[config.mk]
export PLATFORM = sky130hd
export DESIGN_NAME = wdt_subsys
export DESIGN_NICKNAME = d
export VERILOG_FILES = /design/src/logic/wdt_reg_pkg.sv /design/src/logic/wdt_pkg.sv /design/src/logic/wdt_subsys.sv /design/src/logic/wdt_regs.sv /design/src/logic/wdt_unit.sv /design/src/logic/wdt_timer.sv
export SDC_FILE = /design/constraint.sdc
export NUM_CORES = 1
export LEC_CHECK = 0
export ABC_AREA = 1
export CELL_PAD_IN_SITES_DETAIL_PLACEMENT = 0
export CELL_PAD_IN_SITES_GLOBAL_PLACEMENT = 2
export CORE_ASPECT_RATIO = 1.75
export CORE_MARGIN = 4
export CORE_UTILIZATION = 29
export CTS_CLUSTER_DIAMETER = 120
export DETAILED_ROUTE_END_ITERATION = 16
export DONT_BUFFER_PORTS = 1
export GPL_TIMING_DRIVEN = 0
export PLACE_DENSITY = 0.72
export SLEW_MARGIN = 20
export SYNTH_ARGS = -nofsm -noshare
export SYNTH_HDL_FRONTEND = slang
export SYNTH_SLANG_ARGS = --single-unit
[constraint.sdc]
create_clock -name clk -period 2.4 [get_ports clk]
set_input_delay 0.48 -clock clk [delete_from_list [all_inputs] [get_ports clk]]
set_output_delay 0.48 -clock clk [all_outputs]
set_load 0.05 [all_outputs]
[src/logic/wdt_reg_pkg.sv]
// Register map and register port types of the watchdog
package wdt_reg_pkg;

    // Word address and data widths
    localparam int unsigned reg_addr_w = 4;
    localparam int unsigned reg_data_w = 32;

    // Register word addresses
    localparam logic [reg_addr_w-1:0] addr_ctrl   = 4'd0;
    localparam logic [reg_addr_w-1:0] addr_t1_lo  = 4'd1;
    localparam logic [reg_addr_w-1:0] addr_t1_hi  = 4'd2;
    localparam logic [reg_addr_w-1:0] addr_t2_lo  = 4'd3;
    localparam logic [reg_addr_w-1:0] addr_t2_hi  = 4'd4;
    localparam logic [reg_addr_w-1:0] addr_status = 4'd5;

    // Request from the host, valid for one cycle
    typedef struct packed {
        logic                  valid;
        logic                  write;
        logic [reg_addr_w-1:0] addr;
        logic [reg_data_w-1:0] wdata;
    } reg_req_t;

    // Response, one cycle after the request
    typedef struct packed {
        logic                  valid;
        logic                  err;
        logic [reg_data_w-1:0] rdata;
    } reg_rsp_t;

    // Control register layout
    typedef struct packed {
        logic [27:0] rsvd;
        logic        t2_restart;
        logic        t1_restart;
        logic        t2_en;
        logic        t1_en;
    } ctrl_word_t;

    // Status register layout, write one to clear the timeouts
    typedef struct packed {
        logic [28:0] rsvd;
        logic        fatal;
        logic        t2_timeout;
        logic        t1_timeout;
    } status_word_t;

    // One data word seen as raw bits, control bits or status bits
    typedef union packed {
        logic [reg_data_w-1:0] raw;
        ctrl_word_t            ctrl;
        status_word_t          status;
    } reg_word_u;

endpackage

[src/logic/wdt_pkg.sv]
// Timer-side definitions shared by the watchdog counters and the register block
package wdt_pkg;

    // Timeout period is two 32-bit words
    localparam int unsigned period_w = 64;

    // Control bundle from the register block to the timers
    typedef struct packed {
        // Timer enables, t2_en low selects cascade mode
        logic t1_en;
        logic t2_en;

        // Single-cycle restart strobes
        logic t1_restart;
        logic t2_restart;

        // Single-cycle strobes from a write-one to a status bit
        logic t1_serviced;
        logic t2_serviced;

        // Timeout periods in clk cycles
        logic [period_w-1:0] t1_period;
        logic [period_w-1:0] t2_period;
    } wdt_ctrl_t;

    // Sticky status returned by the timers
    typedef struct packed {
        logic t1_timeout;
        logic t2_timeout;
        // Only set in cascade mode, cleared only by reset
        logic fatal;
    } wdt_status_t;

endpackage
[src/logic/wdt_subsys.sv]
`timescale 1ns/1ps

// Watchdog subsystem top level
module wdt_subsys (
    input  logic                  clk,
    input  logic                  rst_b,

    // Host register port
    input  wdt_reg_pkg::reg_req_t req,
    output wdt_reg_pkg::reg_rsp_t rsp,

    // Interrupt pulses and sticky fatal
    output logic                  t1_irq,
    output logic                  t2_irq,
    output logic                  fatal
);

    // Control from registers to timers
    wdt_pkg::wdt_ctrl_t   ctrl;

    // Timer status back for reads
    wdt_pkg::wdt_status_t status;

    wdt_regs wdt_regs_inst (
        .clk    (clk),
        .rst_b  (rst_b),
        .req    (req),
        .rsp    (rsp),
        .status (status),
        .ctrl   (ctrl)
    );

    wdt_unit wdt_unit_inst (
        .clk    (clk),
        .rst_b  (rst_b),
        .ctrl   (ctrl),
        .status (status),
        .t1_irq (t1_irq),
        .t2_irq (t2_irq)
    );

    // Fatal goes straight out
    assign fatal = status.fatal;

endmodule

[src/logic/wdt_regs.sv]
`timescale 1ns/1ps

// Register block of the watchdog
module wdt_regs (
    input  logic                  clk,
    input  logic                  rst_b,
    input  wdt_reg_pkg::reg_req_t req,
    output wdt_reg_pkg::reg_rsp_t rsp,
    input  wdt_pkg::wdt_status_t  status,
    output wdt_pkg::wdt_ctrl_t    ctrl
);

    // Write data seen through the register layouts
    wdt_reg_pkg::reg_word_u wr_word;
    wdt_reg_pkg::reg_word_u rd_word;

    logic wr_en;
    logic wr_ctrl;
    logic wr_status;
    logic addr_err;

    // Stored control state
    logic t1_en;
    logic t2_en;
    logic t1_restart;
    logic t2_restart;
    logic t1_serviced;
    logic t2_serviced;
    logic [wdt_pkg::period_w-1:0] t1_period;
    logic [wdt_pkg::period_w-1:0] t2_period;

    assign wr_word.raw = req.wdata;

    assign addr_err  = req.addr > wdt_reg_pkg::addr_status;
    assign wr_en     = req.valid & req.write;
    assign wr_ctrl   = wr_en & (req.addr == wdt_reg_pkg::addr_ctrl);
    assign wr_status = wr_en & (req.addr == wdt_reg_pkg::addr_status);

    // Enables and periods, periods come up as all ones
    always_ff @(posedge clk or negedge rst_b) begin
        if (!rst_b) begin
            t1_en     <= 1'b0;
            t2_en     <= 1'b0;
            t1_period <= '1;
            t2_period <= '1;
        end else if (wr_en) begin
            case (req.addr)
                wdt_reg_pkg::addr_ctrl: begin
                    t1_en <= wr_word.ctrl.t1_en;
                    t2_en <= wr_word.ctrl.t2_en;
                end
                wdt_reg_pkg::addr_t1_lo: t1_period[31:0]  <= wr_word.raw;
                wdt_reg_pkg::addr_t1_hi: t1_period[63:32] <= wr_word.raw;
                wdt_reg_pkg::addr_t2_lo: t2_period[31:0]  <= wr_word.raw;
                wdt_reg_pkg::addr_t2_hi: t2_period[63:32] <= wr_word.raw;
                default: ;
            endcase
        end
    end

    // One-cycle strobes in the cycle after the write
    always_ff @(posedge clk or negedge rst_b) begin
        if (!rst_b) begin
            t1_restart  <= 1'b0;
            t2_restart  <= 1'b0;
            t1_serviced <= 1'b0;
            t2_serviced <= 1'b0;
        end else begin
            t1_restart  <= wr_ctrl & wr_word.ctrl.t1_restart;
            t2_restart  <= wr_ctrl & wr_word.ctrl.t2_restart;
            // The fatal bit has no clear path
            t1_serviced <= wr_status & wr_word.status.t1_timeout;
            t2_serviced <= wr_status & wr_word.status.t2_timeout;
        end
    end

    always_comb begin
        ctrl.t1_en       = t1_en;
        ctrl.t2_en       = t2_en;
        ctrl.t1_restart  = t1_restart;
        ctrl.t2_restart  = t2_restart;
        ctrl.t1_serviced = t1_serviced;
        ctrl.t2_serviced = t2_serviced;
        ctrl.t1_period   = t1_period;
        ctrl.t2_period   = t2_period;
    end

    // Read mux, restart bits read back as zero
    always_comb begin
        rd_word.raw = '0;
        case (req.addr)
            wdt_reg_pkg::addr_ctrl: begin
                rd_word.ctrl.t1_en = t1_en;
                rd_word.ctrl.t2_en = t2_en;
            end
            wdt_reg_pkg::addr_t1_lo: rd_word.raw = t1_period[31:0];
            wdt_reg_pkg::addr_t1_hi: rd_word.raw = t1_period[63:32];
            wdt_reg_pkg::addr_t2_lo: rd_word.raw = t2_period[31:0];
            wdt_reg_pkg::addr_t2_hi: rd_word.raw = t2_period[63:32];
            wdt_reg_pkg::addr_status: begin
                rd_word.status.t1_timeout = status.t1_timeout;
                rd_word.status.t2_timeout = status.t2_timeout;
                rd_word.status.fatal      = status.fatal;
            end
            default: ;
        endcase
    end

    // Response handshake, data is zero for writes
    always_ff @(posedge clk or negedge rst_b) begin
        if (!rst_b) begin
            rsp <= '0;
        end else begin
            rsp.valid <= req.valid;
            rsp.err   <= req.valid & addr_err;
            if (req.valid) begin
                rsp.rdata <= req.write ? '0 : rd_word.raw;
            end
        end
    end

    // Fixed one-cycle latency, no stalls
    rsp_latency: assert property (
        @(posedge clk) disable iff (!rst_b)
        req.valid |=> rsp.valid
    ) else $error("missing response one cycle after request");

endmodule

[src/logic/wdt_unit.sv]
`timescale 1ns/1ps

// Watchdog timers plus timeout interrupt pulses
module wdt_unit (
    input  logic                 clk,
    input  logic                 rst_b,
    input  wdt_pkg::wdt_ctrl_t   ctrl,
    output wdt_pkg::wdt_status_t status,
    output logic                 t1_irq,
    output logic                 t2_irq
);

    // Timeout flags from the previous cycle
    logic t1_timeout_d;
    logic t2_timeout_d;

    wdt_timer wdt_timer_inst (
        .clk    (clk),
        .rst_b  (rst_b),
        .ctrl   (ctrl),
        .status (status)
    );

    always_ff @(posedge clk or negedge rst_b) begin
        if (!rst_b) begin
            t1_timeout_d <= 1'b0;
            t2_timeout_d <= 1'b0;
        end else begin
            t1_timeout_d <= status.t1_timeout;
            t2_timeout_d <= status.t2_timeout;
        end
    end

    // Pulse in the cycle the timeout rises
    assign t1_irq = status.t1_timeout & ~t1_timeout_d;

    // Cascade mode reports only through fatal, so gate with t2_en
    assign t2_irq = status.t2_timeout & ~t2_timeout_d & ctrl.t2_en;

    // Pulses last one cycle
    t1_irq_pulse: assert property (
        @(posedge clk) disable iff (!rst_b)
        t1_irq |=> !t1_irq
    ) else $error("t1_irq high for more than one cycle");

    t2_irq_pulse: assert property (
        @(posedge clk) disable iff (!rst_b)
        t2_irq |=> !t2_irq
    ) else $error("t2_irq high for more than one cycle");

endmodule

[src/logic/wdt_timer.sv]
`timescale 1ns/1ps

// Two watchdog counters with independent and cascade modes
module wdt_timer (
    input  logic                 clk,
    input  logic                 rst_b,
    input  wdt_pkg::wdt_ctrl_t   ctrl,
    output wdt_pkg::wdt_status_t status
);

    logic [wdt_pkg::period_w-1:0] t1_count;
    logic [wdt_pkg::period_w-1:0] t2_count;

    logic t1_counting;
    logic t2_counting;
    logic t1_hit;
    logic t2_hit;
    logic cascade;

    wdt_pkg::wdt_status_t status_q;

    // Timer2 disabled means it backs up timer1
    assign cascade = ~ctrl.t2_en;

    // Timer1 runs until it times out
    assign t1_counting = ctrl.t1_en & ~status_q.t1_timeout;

    // Timer2 follows its enable, or waits for an unserviced timer1 timeout
    always_comb begin
        if (cascade) begin
            t2_counting = status_q.t1_timeout & ~status_q.fatal;
        end else begin
            t2_counting = ctrl.t2_en & ~status_q.t2_timeout;
        end
    end

    // Period reached while running, a restart in the same cycle wins
    assign t1_hit = t1_counting & ~ctrl.t1_restart & (t1_count == ctrl.t1_period);
    assign t2_hit = t2_counting & ~ctrl.t2_restart & (t2_count == ctrl.t2_period);

    // Timer1 counter
    always_ff @(posedge clk or negedge rst_b) begin
        if (!rst_b) begin
            t1_count <= '0;
        end else if (ctrl.t1_restart || !t1_counting) begin
            t1_count <= '0;
        end else begin
            t1_count <= t1_count + 1'b1;
        end
    end

    // Timer2 counter
    // In cascade mode a serviced timer1 timeout stops and clears it
    always_ff @(posedge clk or negedge rst_b) begin
        if (!rst_b) begin
            t2_count <= '0;
        end else if (ctrl.t2_restart || !t2_counting) begin
            t2_count <= '0;
        end else begin
            t2_count <= t2_count + 1'b1;
        end
    end

    // Sticky timeouts, held until serviced
    always_ff @(posedge clk or negedge rst_b) begin
        if (!rst_b) begin
            status_q <= '0;
        end else begin
            status_q.t1_timeout <= (status_q.t1_timeout & ~ctrl.t1_serviced) | t1_hit;
            status_q.t2_timeout <= (status_q.t2_timeout & ~ctrl.t2_serviced) | t2_hit;
            // Fatal only from the cascade path, never cleared by software
            status_q.fatal      <= status_q.fatal | (t2_hit & cascade);
        end
    end

    assign status = status_q;

    // Fatal is sticky until reset
    fatal_sticky: assert property (
        @(posedge clk) disable iff (!rst_b)
        status_q.fatal |=> status_q.fatal
    ) else $error("fatal fell outside reset");

    // Independent mode cannot raise fatal
    fatal_indep: assert property (
        @(posedge clk) disable iff (!rst_b)
        (ctrl.t2_en && !status_q.fatal) |=> !status_q.fatal
    ) else $error("fatal rose in independent mode");

endmodule

==> metrics.cfg, run 1 <==
[logic_synthesis]
synth_common_cells = nand2_1 (731), nor2_1 (297), inv_1 (260)
syn_avg_cell_area_um2 = 7.29
syn_inst = 2355
synth_edf_count = 0
synth_top_cell_by_area = dfrtp_1
synth_fp_nets = 2397
syn_area_mm2 = 0.0172
post-synth-top-count-cell = nand2_1
synth.top_cell.area_share_pct = 25.2
yosysSeqAreaShare_pct = 44.8
async_reset_ff_share_pct = 100
synthFlopType = dfrtp_1
yosys_warnings = 0
synthDistinctLibCells = 43
synth-seq-cells = 301
synth_area_leaders = dfrtp_1 (25%), dfstp_2 (20%), nand2_1 (16%), nor2_1 (6.5%), inv_1 (5.7%)

[sta]
timing.final.ws_setup_ns = -0.0814
skew_ns = 0.0225
grt_setup_unrepaired = false
tns_ns = -0.0814
relSlewSlack_pct = 26.8
hold_viol_final = 192
slew_viol_final = 0
tightest_slew_ns = 1.10
finalHoldWorstSlack_ns = -0.358
finalCriticalPeriod_ns = 2.48
post-route-period-util_pct = 103
fmax_mhz = 403
setup_violations = 1

[grt]
antenna_found_initial = 0
grt_max_degree = 302
grt_overflow_total = 0
track_usage_pct = 24.2
grt_pass1_vias = 16000
grt_first_pass_wirelength_um = 110000

[drt]
wl_um = 76600
via_per_inst = 4.86
wirelength_met1_um = 25600
wl_met2_um = 42600
highest_layer = met4
ant_nets = 0
drtIter0Drc = 1135
drcViolationCount = 0
post_drt_wl_per_cell_um = 23.9
dr.pass1.iters = 5
vias = 15600
route.met3.wl_um = 1890

[final_layout]
synthToLayoutAreaGrowth_pct = 13.3
fin_util_pct = 33.3
n_fill_cell = 6303
regArea_mm2 = 0.00769
final_cells = 3199
nets = 2440
drive_gt1_share_pct = 12.6
multiInputGateArea_mm2 = 0.00819

[clock_network]
ctsHtreeMaxLevel = 2
ctsLongestPathBuffers = 3
path_clk_slew_ns = 0.06
clk_latency_ns = 0.56
clock-sinks = 301
ctsRootBufferMaster = clkbuf_16
cts_tree = done
hold_buffers = 1
cts-buffers-inserted = 35

[floorplanning]
die_area_mm2 = 0.0633
die_y_um = 330
start_util_pct = 29.4
core_mm2 = 0.0584
ios = 77
die_w_um = 192
rows = 117

[placed_design]
portBuffers = 0
post-dp-hpwl_um = 62400
routabilityCongestion = 0.967
place_inst = 3128

[worst_setup_path]
slowest_stage = dfrtp_1
r2r_end = wdt_unit_inst.wdt_timer_inst.t2_count[41]
cp_max_fo = 5
start_kind = flop
crit_buf_inv = 0
required_ns = 2.81
path_cells = nand2_1, nor2_1, nand2_1, nor2_1, nand3b_1, xor2_1, nor2_1
ff2ff_path_depth = 7
max_stage_delay_ns = 0.63
r2r_start = wdt_unit_inst.wdt_timer_inst.t2_count[25]
reg2reg_slack_ns = -0.08
cp_top_family = simple AND/OR/NAND/NOR gates
worstSetupPathType = flop to flop
end_kind = flop
critical_path_depth = 7
arrival_ns = 2.89
worstSetupStartpoint = wdt_unit_inst.wdt_timer_inst.t2_count[25]
endpoint = wdt_unit_inst.wdt_timer_inst.t2_count[41]
crit_path_frequent_cell = nor2_1

[pwr]
power.density_mw_per_mm2 = 713
p_leak_uw = 0.00836
ir_drop_mv = 0.431

[outcome]
violations = negative hold slack, negative setup slack
status = finished, violations left

[run]
cap_viol_max_count = 0

[min_path]
hp-class = input port to asynchronous set/reset pin

[flip-flops by register name (all words and copies together), names as in the netlist]
register	flops
wdt_unit_inst.wdt_timer_inst.t2_count	64
wdt_unit_inst.t2_timeout_d	1
wdt_regs_inst.t1_en	1
wdt_regs_inst.t1_period	64
wdt_regs_inst.t2_restart	1
wdt_regs_inst.rsp	34
wdt_unit_inst.wdt_timer_inst.t1_count	64
wdt_regs_inst.t2_period	64
wdt_regs_inst.t1_restart	1
wdt_regs_inst.t1_serviced	1
wdt_unit_inst.t1_timeout_d	1
wdt_unit_inst.wdt_timer_inst.status	3
wdt_regs_inst.t2_serviced	1
wdt_regs_inst.t2_en	1
[layout make-up]
class / instances / share of cell area, %
diodes: 1 / 0.0129
plain buffers: 68 / 1.59
clock buffers: 54 / 5.72
clock inverters: 10 / 0.469
inverters: 275 / 5.31
multi-input cells: 1711 / 42.1
flip-flops and latches: 301 / 39.5
well taps: 773 / 4.97
repair buffers: 6 / 0.309
[report_power, final]
part	internal (uW)	leakage (uW)	switching, uW
Combinational	615	0.00403	1110
Sequential	5830	0.00374	586
Clock	3340	0.000594	2400
[timing repair]
item                                    CTS  global route
endpoints found under the setup margin   60            12
gates resized for setup                  10             9
buffers inserted                          5             0
hold endpoints to repair                302           205
pin swaps                                 2             0
[how the worst min path moves through the flow]
stage	endpoint	startpoint	slack, ns
floorplan	wdt_regs_inst.rsp[0]	rst_b	0.18
global placement	wdt_unit_inst.wdt_timer_inst.t2_count[2]	rst_b	0.21
detailed placement	wdt_unit_inst.wdt_timer_inst.t2_count[1]	rst_b	0.21
CTS	wdt_unit_inst.wdt_timer_inst.t1_count[0]	rst_b	-0.38
global route	wdt_unit_inst.wdt_timer_inst.t2_count[5]	rst_b	-0.39
finish	wdt_unit_inst.wdt_timer_inst.t2_count[3]	rst_b	-0.36
[kinds of logic (layout without fill, tap and decap cells)]
| logic type | Yosys count | after routing | synth area share, % |
|---|---|---|---|
| AOI/OAI and AO/OA | 283 | 283 | 9.02 |
| adders and majority gates | 2 | 2 | 0.146 |
| DFF | 301 | 301 | 44.8 |
| other | 0 | 1 | 0 |
| buffers and inverters | 343 | 413 | 7.74 |
| and+or+nand+nor | 1317 | 1317 | 32.7 |
| xor gates and xnor gates | 109 | 109 | 5.56 |
[metal layers]
layer,GRT usage (%),vias to the layer above
met5,0,-
met4,17.1,0
met3,2.18,180
met2,47.2,392
met1,23.3,7403
li1,-,7580
[stage by stage]
stage	total power, uW	cell area, um^2	setup slack, ns
global route	14500	19500	0.0164
CTS	14000	19400	0.00159
detailed placement	8190	18100	-0.569
finish	13900	19500	-0.0814
floorplan	7380	17200	0.733
global placement	8170	18100	-0.586
[cells in the final DEF, fill, tap and decap left out, types with 4 or more instances in the layout]
cell type / Yosys / routed
a31oi_1: 11 / 11
nor3_1: 71 / 71
o2111ai_1: 24 / 24
nand2_2: 7 / 8
nand3_1: 98 / 98
dfstp_2: 128 / 128
inv_2: 14 / 14
a21oi_1: 43 / 43
xor2_1: 69 / 69
nand4_1: 49 / 49
xnor2_1: 40 / 40
nor2_4: 7 / 8
buf_2: 13 / 12
nand2_4: 5 / 5
nor2_2: 12 / 19
nor2_1: 297 / 289
clkbuf_1: 40 / 46
nor3_2: 7 / 7
clkbuf_16: 0 / 40
dfrtp_1: 173 / 171
nand3_2: 4 / 4
inv_1: 260 / 260
clkbuf_8: 0 / 6
nand2_1: 731 / 730
clkbuf_2: 11 / 13
nand3b_1: 5 / 5
o21bai_1: 4 / 4
o21ai_0: 193 / 193
or2_2: 13 / 13
buf_4: 3 / 8
Note: power is estimated with default switching activity, not from simulation.
==> run 2, diff against run 1 <==
--- a/config.mk
+++ b/config.mk
@@ -14,7 +14,6 @@
 export CTS_CLUSTER_DIAMETER = 120
 export DETAILED_ROUTE_END_ITERATION = 16
 export DONT_BUFFER_PORTS = 1
-export GPL_TIMING_DRIVEN = 0
 export PLACE_DENSITY = 0.72
 export SLEW_MARGIN = 20
 export SYNTH_ARGS = -nofsm -noshare
==> run 2 against run 1 <==
Die area unchanged. Non-clock buffer count increased by 6. Clock power increased by 3%. Combinational power about the same. Largest power group unchanged. Design area increased by 1.6%. Via count increased by 0.44%. Register-to-register slack improved by 0.18 ns. The flow finishes with violations (negative hold slack). Worst hold slack improved by 0.021 ns. Global-route usage decreased by 1.7 points.
==> metrics.cfg, run 2 (synthesized netlist as in run 1, its figures left out) <==
[final_layout]
nets = 2447
synthToLayoutAreaGrowth_pct = 15.2
antenna_cells = 0
most-common-layout-cells = nand2_1 (727), nor2_1 (296), inv_1 (260), o21ai_0 (193), dfrtp_1 (173)
drive_gt1_share_pct = 14.4
final_common_cell = nand2_1
fin_util_pct = 33.9

[floorplanning]
die_area_mm2 = 0.0633
start_util_pct = 29.4
core_mm2 = 0.0584
die_y_um = 330
ios = 77
rows = 117
die_w_um = 192

[sta]
post-route-period-util_pct = 96.0
finalHoldWorstSlack_ns = -0.337
hold_viol_final = 193
setup_violations = 0
grt_setup_unrepaired = false
skew_ns = 0.0187
fmax_mhz = 434
slew_viol_final = 0
tns_ns = 0
tightest_slew_ns = 0.987
finalCriticalPeriod_ns = 2.30
relSlewSlack_pct = 34.2

[drt]
vias = 15600
dr.pass1.iters = 5
drtIter0Drc = 1094
wl_um = 71300
ant_nets = 0
via_per_inst = 4.88
post_drt_wl_per_cell_um = 22.3
drcViolationCount = 0

[worst_setup_path]
required_ns = 2.86
cp_max_fo = 5
end_kind = flop
arrival_ns = 2.76
r2r_start = wdt_unit_inst.wdt_timer_inst.t2_count[42]
start_kind = flop
reg2reg_slack_ns = 0.1
ff2ff_path_depth = 7
endpoint = wdt_unit_inst.wdt_timer_inst.t2_count[44]
r2r_end = wdt_unit_inst.wdt_timer_inst.t2_count[44]
worstSetupPathType = flop to flop
worstSetupStartpoint = wdt_unit_inst.wdt_timer_inst.t2_count[42]

[clock_network]
post_cts_buffers = 0
cts_tree = done
ctsRootBufferMaster = clkbuf_16
ctsHtreeMaxLevel = 2
path_clk_slew_ns = 0.06
cts-buffers-inserted = 36
clock-sinks = 301
clk_latency_ns = 0.54
ctsLongestPathBuffers = 3
hold_buffers = 1

[placed_design]
portBuffers = 0
routabilityCongestion = 0.978
post-dp-hpwl_um = 57000

[outcome]
violations = negative hold slack
status = finished, violations left

[pwr]
p_leak_uw = 0.00860
power.density_mw_per_mm2 = 710
ir_drop_mv = 0.373

[grt]
track_usage_pct = 22.5
grt_pass1_vias = 15800
grt_overflow_total = 0
grt_max_degree = 302
grt_first_pass_wirelength_um = 105000
antenna_found_initial = 0

[min_path]
hp-class = input port to asynchronous set/reset pin

[run]
cap_viol_max_count = 0

==> run 2: metal layers <==
layer / up-vias / GRT usage (%) / share of wire (%)
met2: 361 / 42.1 / 53
met4: 0 / 15.6 / 8.6
met1: 7529 / 22.9 / 34
met3: 170 / 2.85 / 3.6
li1: 7563 / - / -
met5: - / 0 / 0
==> run 2: final cells by class <==
| class | count | area [um^2] |
|---|---|---|
| Fill cell | 6288 | 38600 |
| Multi-Input combinational cell | 1711 | 8180 |
| Sequential cell | 301 | 7690 |
| Clock buffer | 53 | 1170 |
| Inverter | 275 | 1030 |
| Tap cell | 773 | 967 |
| Timing Repair Buffer | 80 | 628 |
| Clock inverter | 11 | 103 |
==> run 2: power breakdown <==
part           total (uW)  internal (uW)  switching (uW)
Sequential           6400           5830             578
Clock                5930           3520            2410
Combinational        1710            606            1100
==> run 2: worst min path at each step <==
stage,endpoint,slack (ns)
4_1_cts,wdt_regs_inst.rsp[32],-0.36
2_1_floorplan,wdt_regs_inst.rsp[0],0.18
3_5_place_dp,wdt_regs_inst.rsp[32],0.21
3_3_place_gp,wdt_regs_inst.rsp[32],0.21
5_1_grt,wdt_regs_inst.rsp[32],-0.36
6_report,wdt_regs_inst.rsp[32],-0.34
==> run 2: stage by stage <==
stage	power, uW	setup WS (ns)	std cells	cell area (um^2)
after floorplan	7380	0.733	2355	17200
final	14000	0.0965	3204	19800
after CTS	14300	0.0876	3204	19800
after global placement	8210	0.109	3139	18500
after detailed placement	8240	0.105	3139	18500
after global routing	14700	0.00322	3204	19800
==> run 2: worst max-delay path: stages, from the launching register on <==
cell and delay [ns]:
dfrtp_1 0.47, nand2_1 0.19, nor3_1 0.57, nand2_1 0.15
nor2_1 0.32, nand3b_1 0.24, xor2_1 0.19, nor2_1 0.09
==> run 2: timing repair <==
action / 4_1_cts / 5_1_grt
endpoints found under the setup margin: 0 / 1
endpoints found under the hold margin: 302 / 199
resized for setup: 0 / 1
==> run 3, diff against run 2 <==
--- a/config.mk
+++ b/config.mk
@@ -5,7 +5,7 @@
 export SDC_FILE = /design/constraint.sdc
 export NUM_CORES = 1
 export LEC_CHECK = 0
-export ABC_AREA = 1
+export ABC_CLOCK_PERIOD_IN_PS = 2400
 export CELL_PAD_IN_SITES_DETAIL_PLACEMENT = 0
 export CELL_PAD_IN_SITES_GLOBAL_PLACEMENT = 2
 export CORE_ASPECT_RATIO = 1.75
@@ -14,7 +14,7 @@
 export CTS_CLUSTER_DIAMETER = 120
 export DETAILED_ROUTE_END_ITERATION = 16
 export DONT_BUFFER_PORTS = 1
-export PLACE_DENSITY = 0.72
+export PLACE_DENSITY = 0.65
 export SLEW_MARGIN = 20
 export SYNTH_ARGS = -nofsm -noshare
 export SYNTH_HDL_FRONTEND = slang
==> run 3 against run 2 <==
The flow still finishes with violations (negative hold slack). Sequential share of layout area rose by 4.1 points. Worst hold slack lost 0.052 ns. Clock-buffer cell count fell by 2. Non-clock buffer count increased by 24. First-iteration DRC count shrank 38%. Sequential power is 2% higher. Critical path depth is the same. Register-to-register slack hardly changed. Combinational power decreased by 8%. Worst setup slack gained 0.0087 ns. Die area shrank 10%. Critical path type unchanged. Largest power group unchanged. Highest routed layer unchanged.
==> metrics.cfg, run 3 <==
[outcome]
status = finished, violations left
violations = negative hold slack

[min_path]
hp-class = input port to asynchronous set/reset pin

[floorplanning]
core_mm2 = 0.0524
die_y_um = 312
ios = 77
start_util_pct = 29.3
rows = 111
die_area_mm2 = 0.0568
die_w_um = 182

[worst_setup_path]
arrival_ns = 2.80
crit_buf_inv = 2
cp_top_family = simple AND/OR/NAND/NOR gates
max_stage_delay_ns = 0.46
critical_path_depth = 7
path_cells = nand3_1, buf_4, nor4_2, nand4_1, buf_4, or4_1, a21oi_1
start_kind = flop
worstSetupPathType = flop to flop
cp_max_fo = 13
end_kind = flop
required_ns = 2.91
ff2ff_path_depth = 7
reg2reg_slack_ns = 0.11
r2r_start = wdt_unit_inst.wdt_timer_inst.t1_count[3]
slowest_stage = nor4_2
crit_path_frequent_cell = buf_4
r2r_end = wdt_unit_inst.wdt_timer_inst.t1_count[59]

[final_layout]
fin_util_pct = 34.2
antenna_cells = 0
multiInputGateArea_mm2 = 0.00723
nets = 1521
fin_area_mm2 = 0.0179
final_common_cell = dfrtp_1
most-common-layout-cells = dfrtp_1 (172), mux2_2 (133), dfstp_2 (128), xor2_1 (105), buf_4 (93)
regArea_mm2 = 0.00769
drive_gt1_share_pct = 29.4
n_fill_cell = 5251
synthToLayoutAreaGrowth_pct = 16.8

[logic_synthesis]
synth_edf_count = 0
synth_area_leaders = dfrtp_1 (28%), dfstp_2 (22%), mux2_2 (9.8%), xor2_1 (6.0%), xnor2_1 (5.2%)
synth_common_cells = dfrtp_1 (173), mux2_2 (133), dfstp_2 (128)
synth_fp_nets = 1463
syn_inst = 1421
synthFlopType = dfrtp_1
synthDistinctLibCells = 49
synth.top_cell.area_share_pct = 28.2
yosysSeqAreaShare_pct = 50.2
syn_area_mm2 = 0.0153
async_reset_ff_share_pct = 100
synth_top_cell_by_area = dfrtp_1
synth-seq-cells = 301
post-synth-top-count-cell = dfrtp_1
syn_avg_cell_area_um2 = 10.8
yosys_warnings = 0

[drt]
dr.pass1.iters = 5
via_per_inst = 5.25
post_drt_wl_per_cell_um = 25.0
vias = 11400
drtIter0Drc = 682
drcViolationCount = 0
ant_nets = 0
wl_um = 54400

[sta]
grt_setup_unrepaired = false
finalHoldWorstSlack_ns = -0.389
finalCriticalPeriod_ns = 2.29
relSlewSlack_pct = 23.4
setup_violations = 0
skew_ns = 0.0114
post-route-period-util_pct = 95.6
slew_viol_final = 0
fmax_mhz = 436
tightest_slew_ns = 1.15
hold_viol_final = 203

[clock_network]
ctsRootBufferMaster = clkbuf_16
hold_buffers = 1
clk_latency_ns = 0.59
cts_tree = done
clock-sinks = 301
path_clk_slew_ns = 0.07
ctsHtreeMaxLevel = 1
cts-buffers-inserted = 30
ctsLongestPathBuffers = 3

[grt]
grt_first_pass_wirelength_um = 79000
grt_pass1_vias = 11400
antenna_found_initial = 0
track_usage_pct = 18.5
grt_overflow_total = 0
grt_max_degree = 302

[pwr]
ir_drop_mv = 0.526
p_sw_share_pct = 27.8
p_clk_share_pct = 38.2
p_leak_uw = 0.00681
p_sw_uw = 3640
combPwrFrac_pct = 12.0
intPower_uw = 9470
power.density_mw_per_mm2 = 732
p_seq_share_pct = 49.9

[placed_design]
portBuffers = 0
post-dp-hpwl_um = 40000
placed_cell_area_mm2 = 0.0168
routabilityCongestion = 0.929

[run]
cap_viol_max_count = 0

-- run 3: worst register-to-register path, cell delays in order (launching register included) --
cell and delay, ns:
dfrtp_1 0.44, nand3_1 0.13, buf_4 0.17, nor4_2 0.47
nand4_1 0.19, buf_4 0.21, or4_1 0.47, a21oi_1 0.15
-- run 3: cell type report --
class,instances,share of cell area [%]
flip-flops and latches,301,43.0
multi-input cells,994,40.4
clock buffers,51,5.67
repair buffers,104,5.07
well taps,678,4.74
inverters,48,1.01
clock inverters,5,0.147
-- run 3: metrics by stage --
stage,hold slack (ns),total power [uW],instances,worst slack (ns),TNS [ns]
after floorplan,0.184,7360,1421,0.115,0
after global placement,0.206,8180,2123,-0.132,-0.176
after detailed placement,0.206,8200,2123,-0.130,-0.139
after CTS,-0.426,13300,2180,0.0217,0
after global routing,-0.415,13600,2181,0.00253,0
final,-0.389,13100,2181,0.105,0
-- run 3: worst max path at each step --
stage | start | slack [ns] | endpoint
global route | wdt_unit_inst.wdt_timer_inst.t2_count[38] | 0.003 | wdt_unit_inst.wdt_timer_inst.t2_count[56]
finish | wdt_unit_inst.wdt_timer_inst.t1_count[3] | 0.11 | wdt_unit_inst.wdt_timer_inst.t1_count[59]
floorplan | req[33] | 0.11 | wdt_regs_inst.t1_period[33]
CTS | wdt_unit_inst.wdt_timer_inst.t1_count[1] | 0.02 | wdt_unit_inst.wdt_timer_inst.t1_count[44]
detailed placement | wdt_regs_inst.t2_period[2] | -0.13 | wdt_unit_inst.wdt_timer_inst.status[0]
global placement | wdt_regs_inst.t2_period[2] | -0.13 | wdt_unit_inst.wdt_timer_inst.status[0]
-- run 3: power groups by stage --
stage               registers (uW)  logic (uW)  clock network (uW)
floorplan                     6310        1050                   0
global placement              6620        1560                   0
detailed placement            6630        1570                   0
CTS                           6550        1590                5130
global route                  6600        1660                5320
finish                        6540        1570                5000
-- run 3: routing by layer --
layer	global-route usage, %	wire, um	vias to the layer above
met1	20.2	20100	5868
met2	33.8	28900	220
met5	0	0	-
met4	10.9	3630	0
met3	2.47	1810	115
li1	-	-	5242
-- run 3: repair_timing --
item | 4_1_cts | 5_1_grt
endpoints found under the setup margin | 2 | 25
endpoints found under the hold margin | 310 | 235
setup buffers | 0 | 0
pin swaps | 0 | 3
cloned | 0 | 1
gates resized for setup | 1 | 5
-- run 3: logic make-up after synthesis --
kind of cell             share of synthesized area [%]
AO/OA/AOI/OAI                                     10.2
XOR/XNOR                                          11.2
adder cells (fa/ha/maj)                          0.163
buffers and inverters                             3.31
flip-flops                                        50.2
multiplexers                                      9.77
AND/OR/NAND/NOR                                   15.2
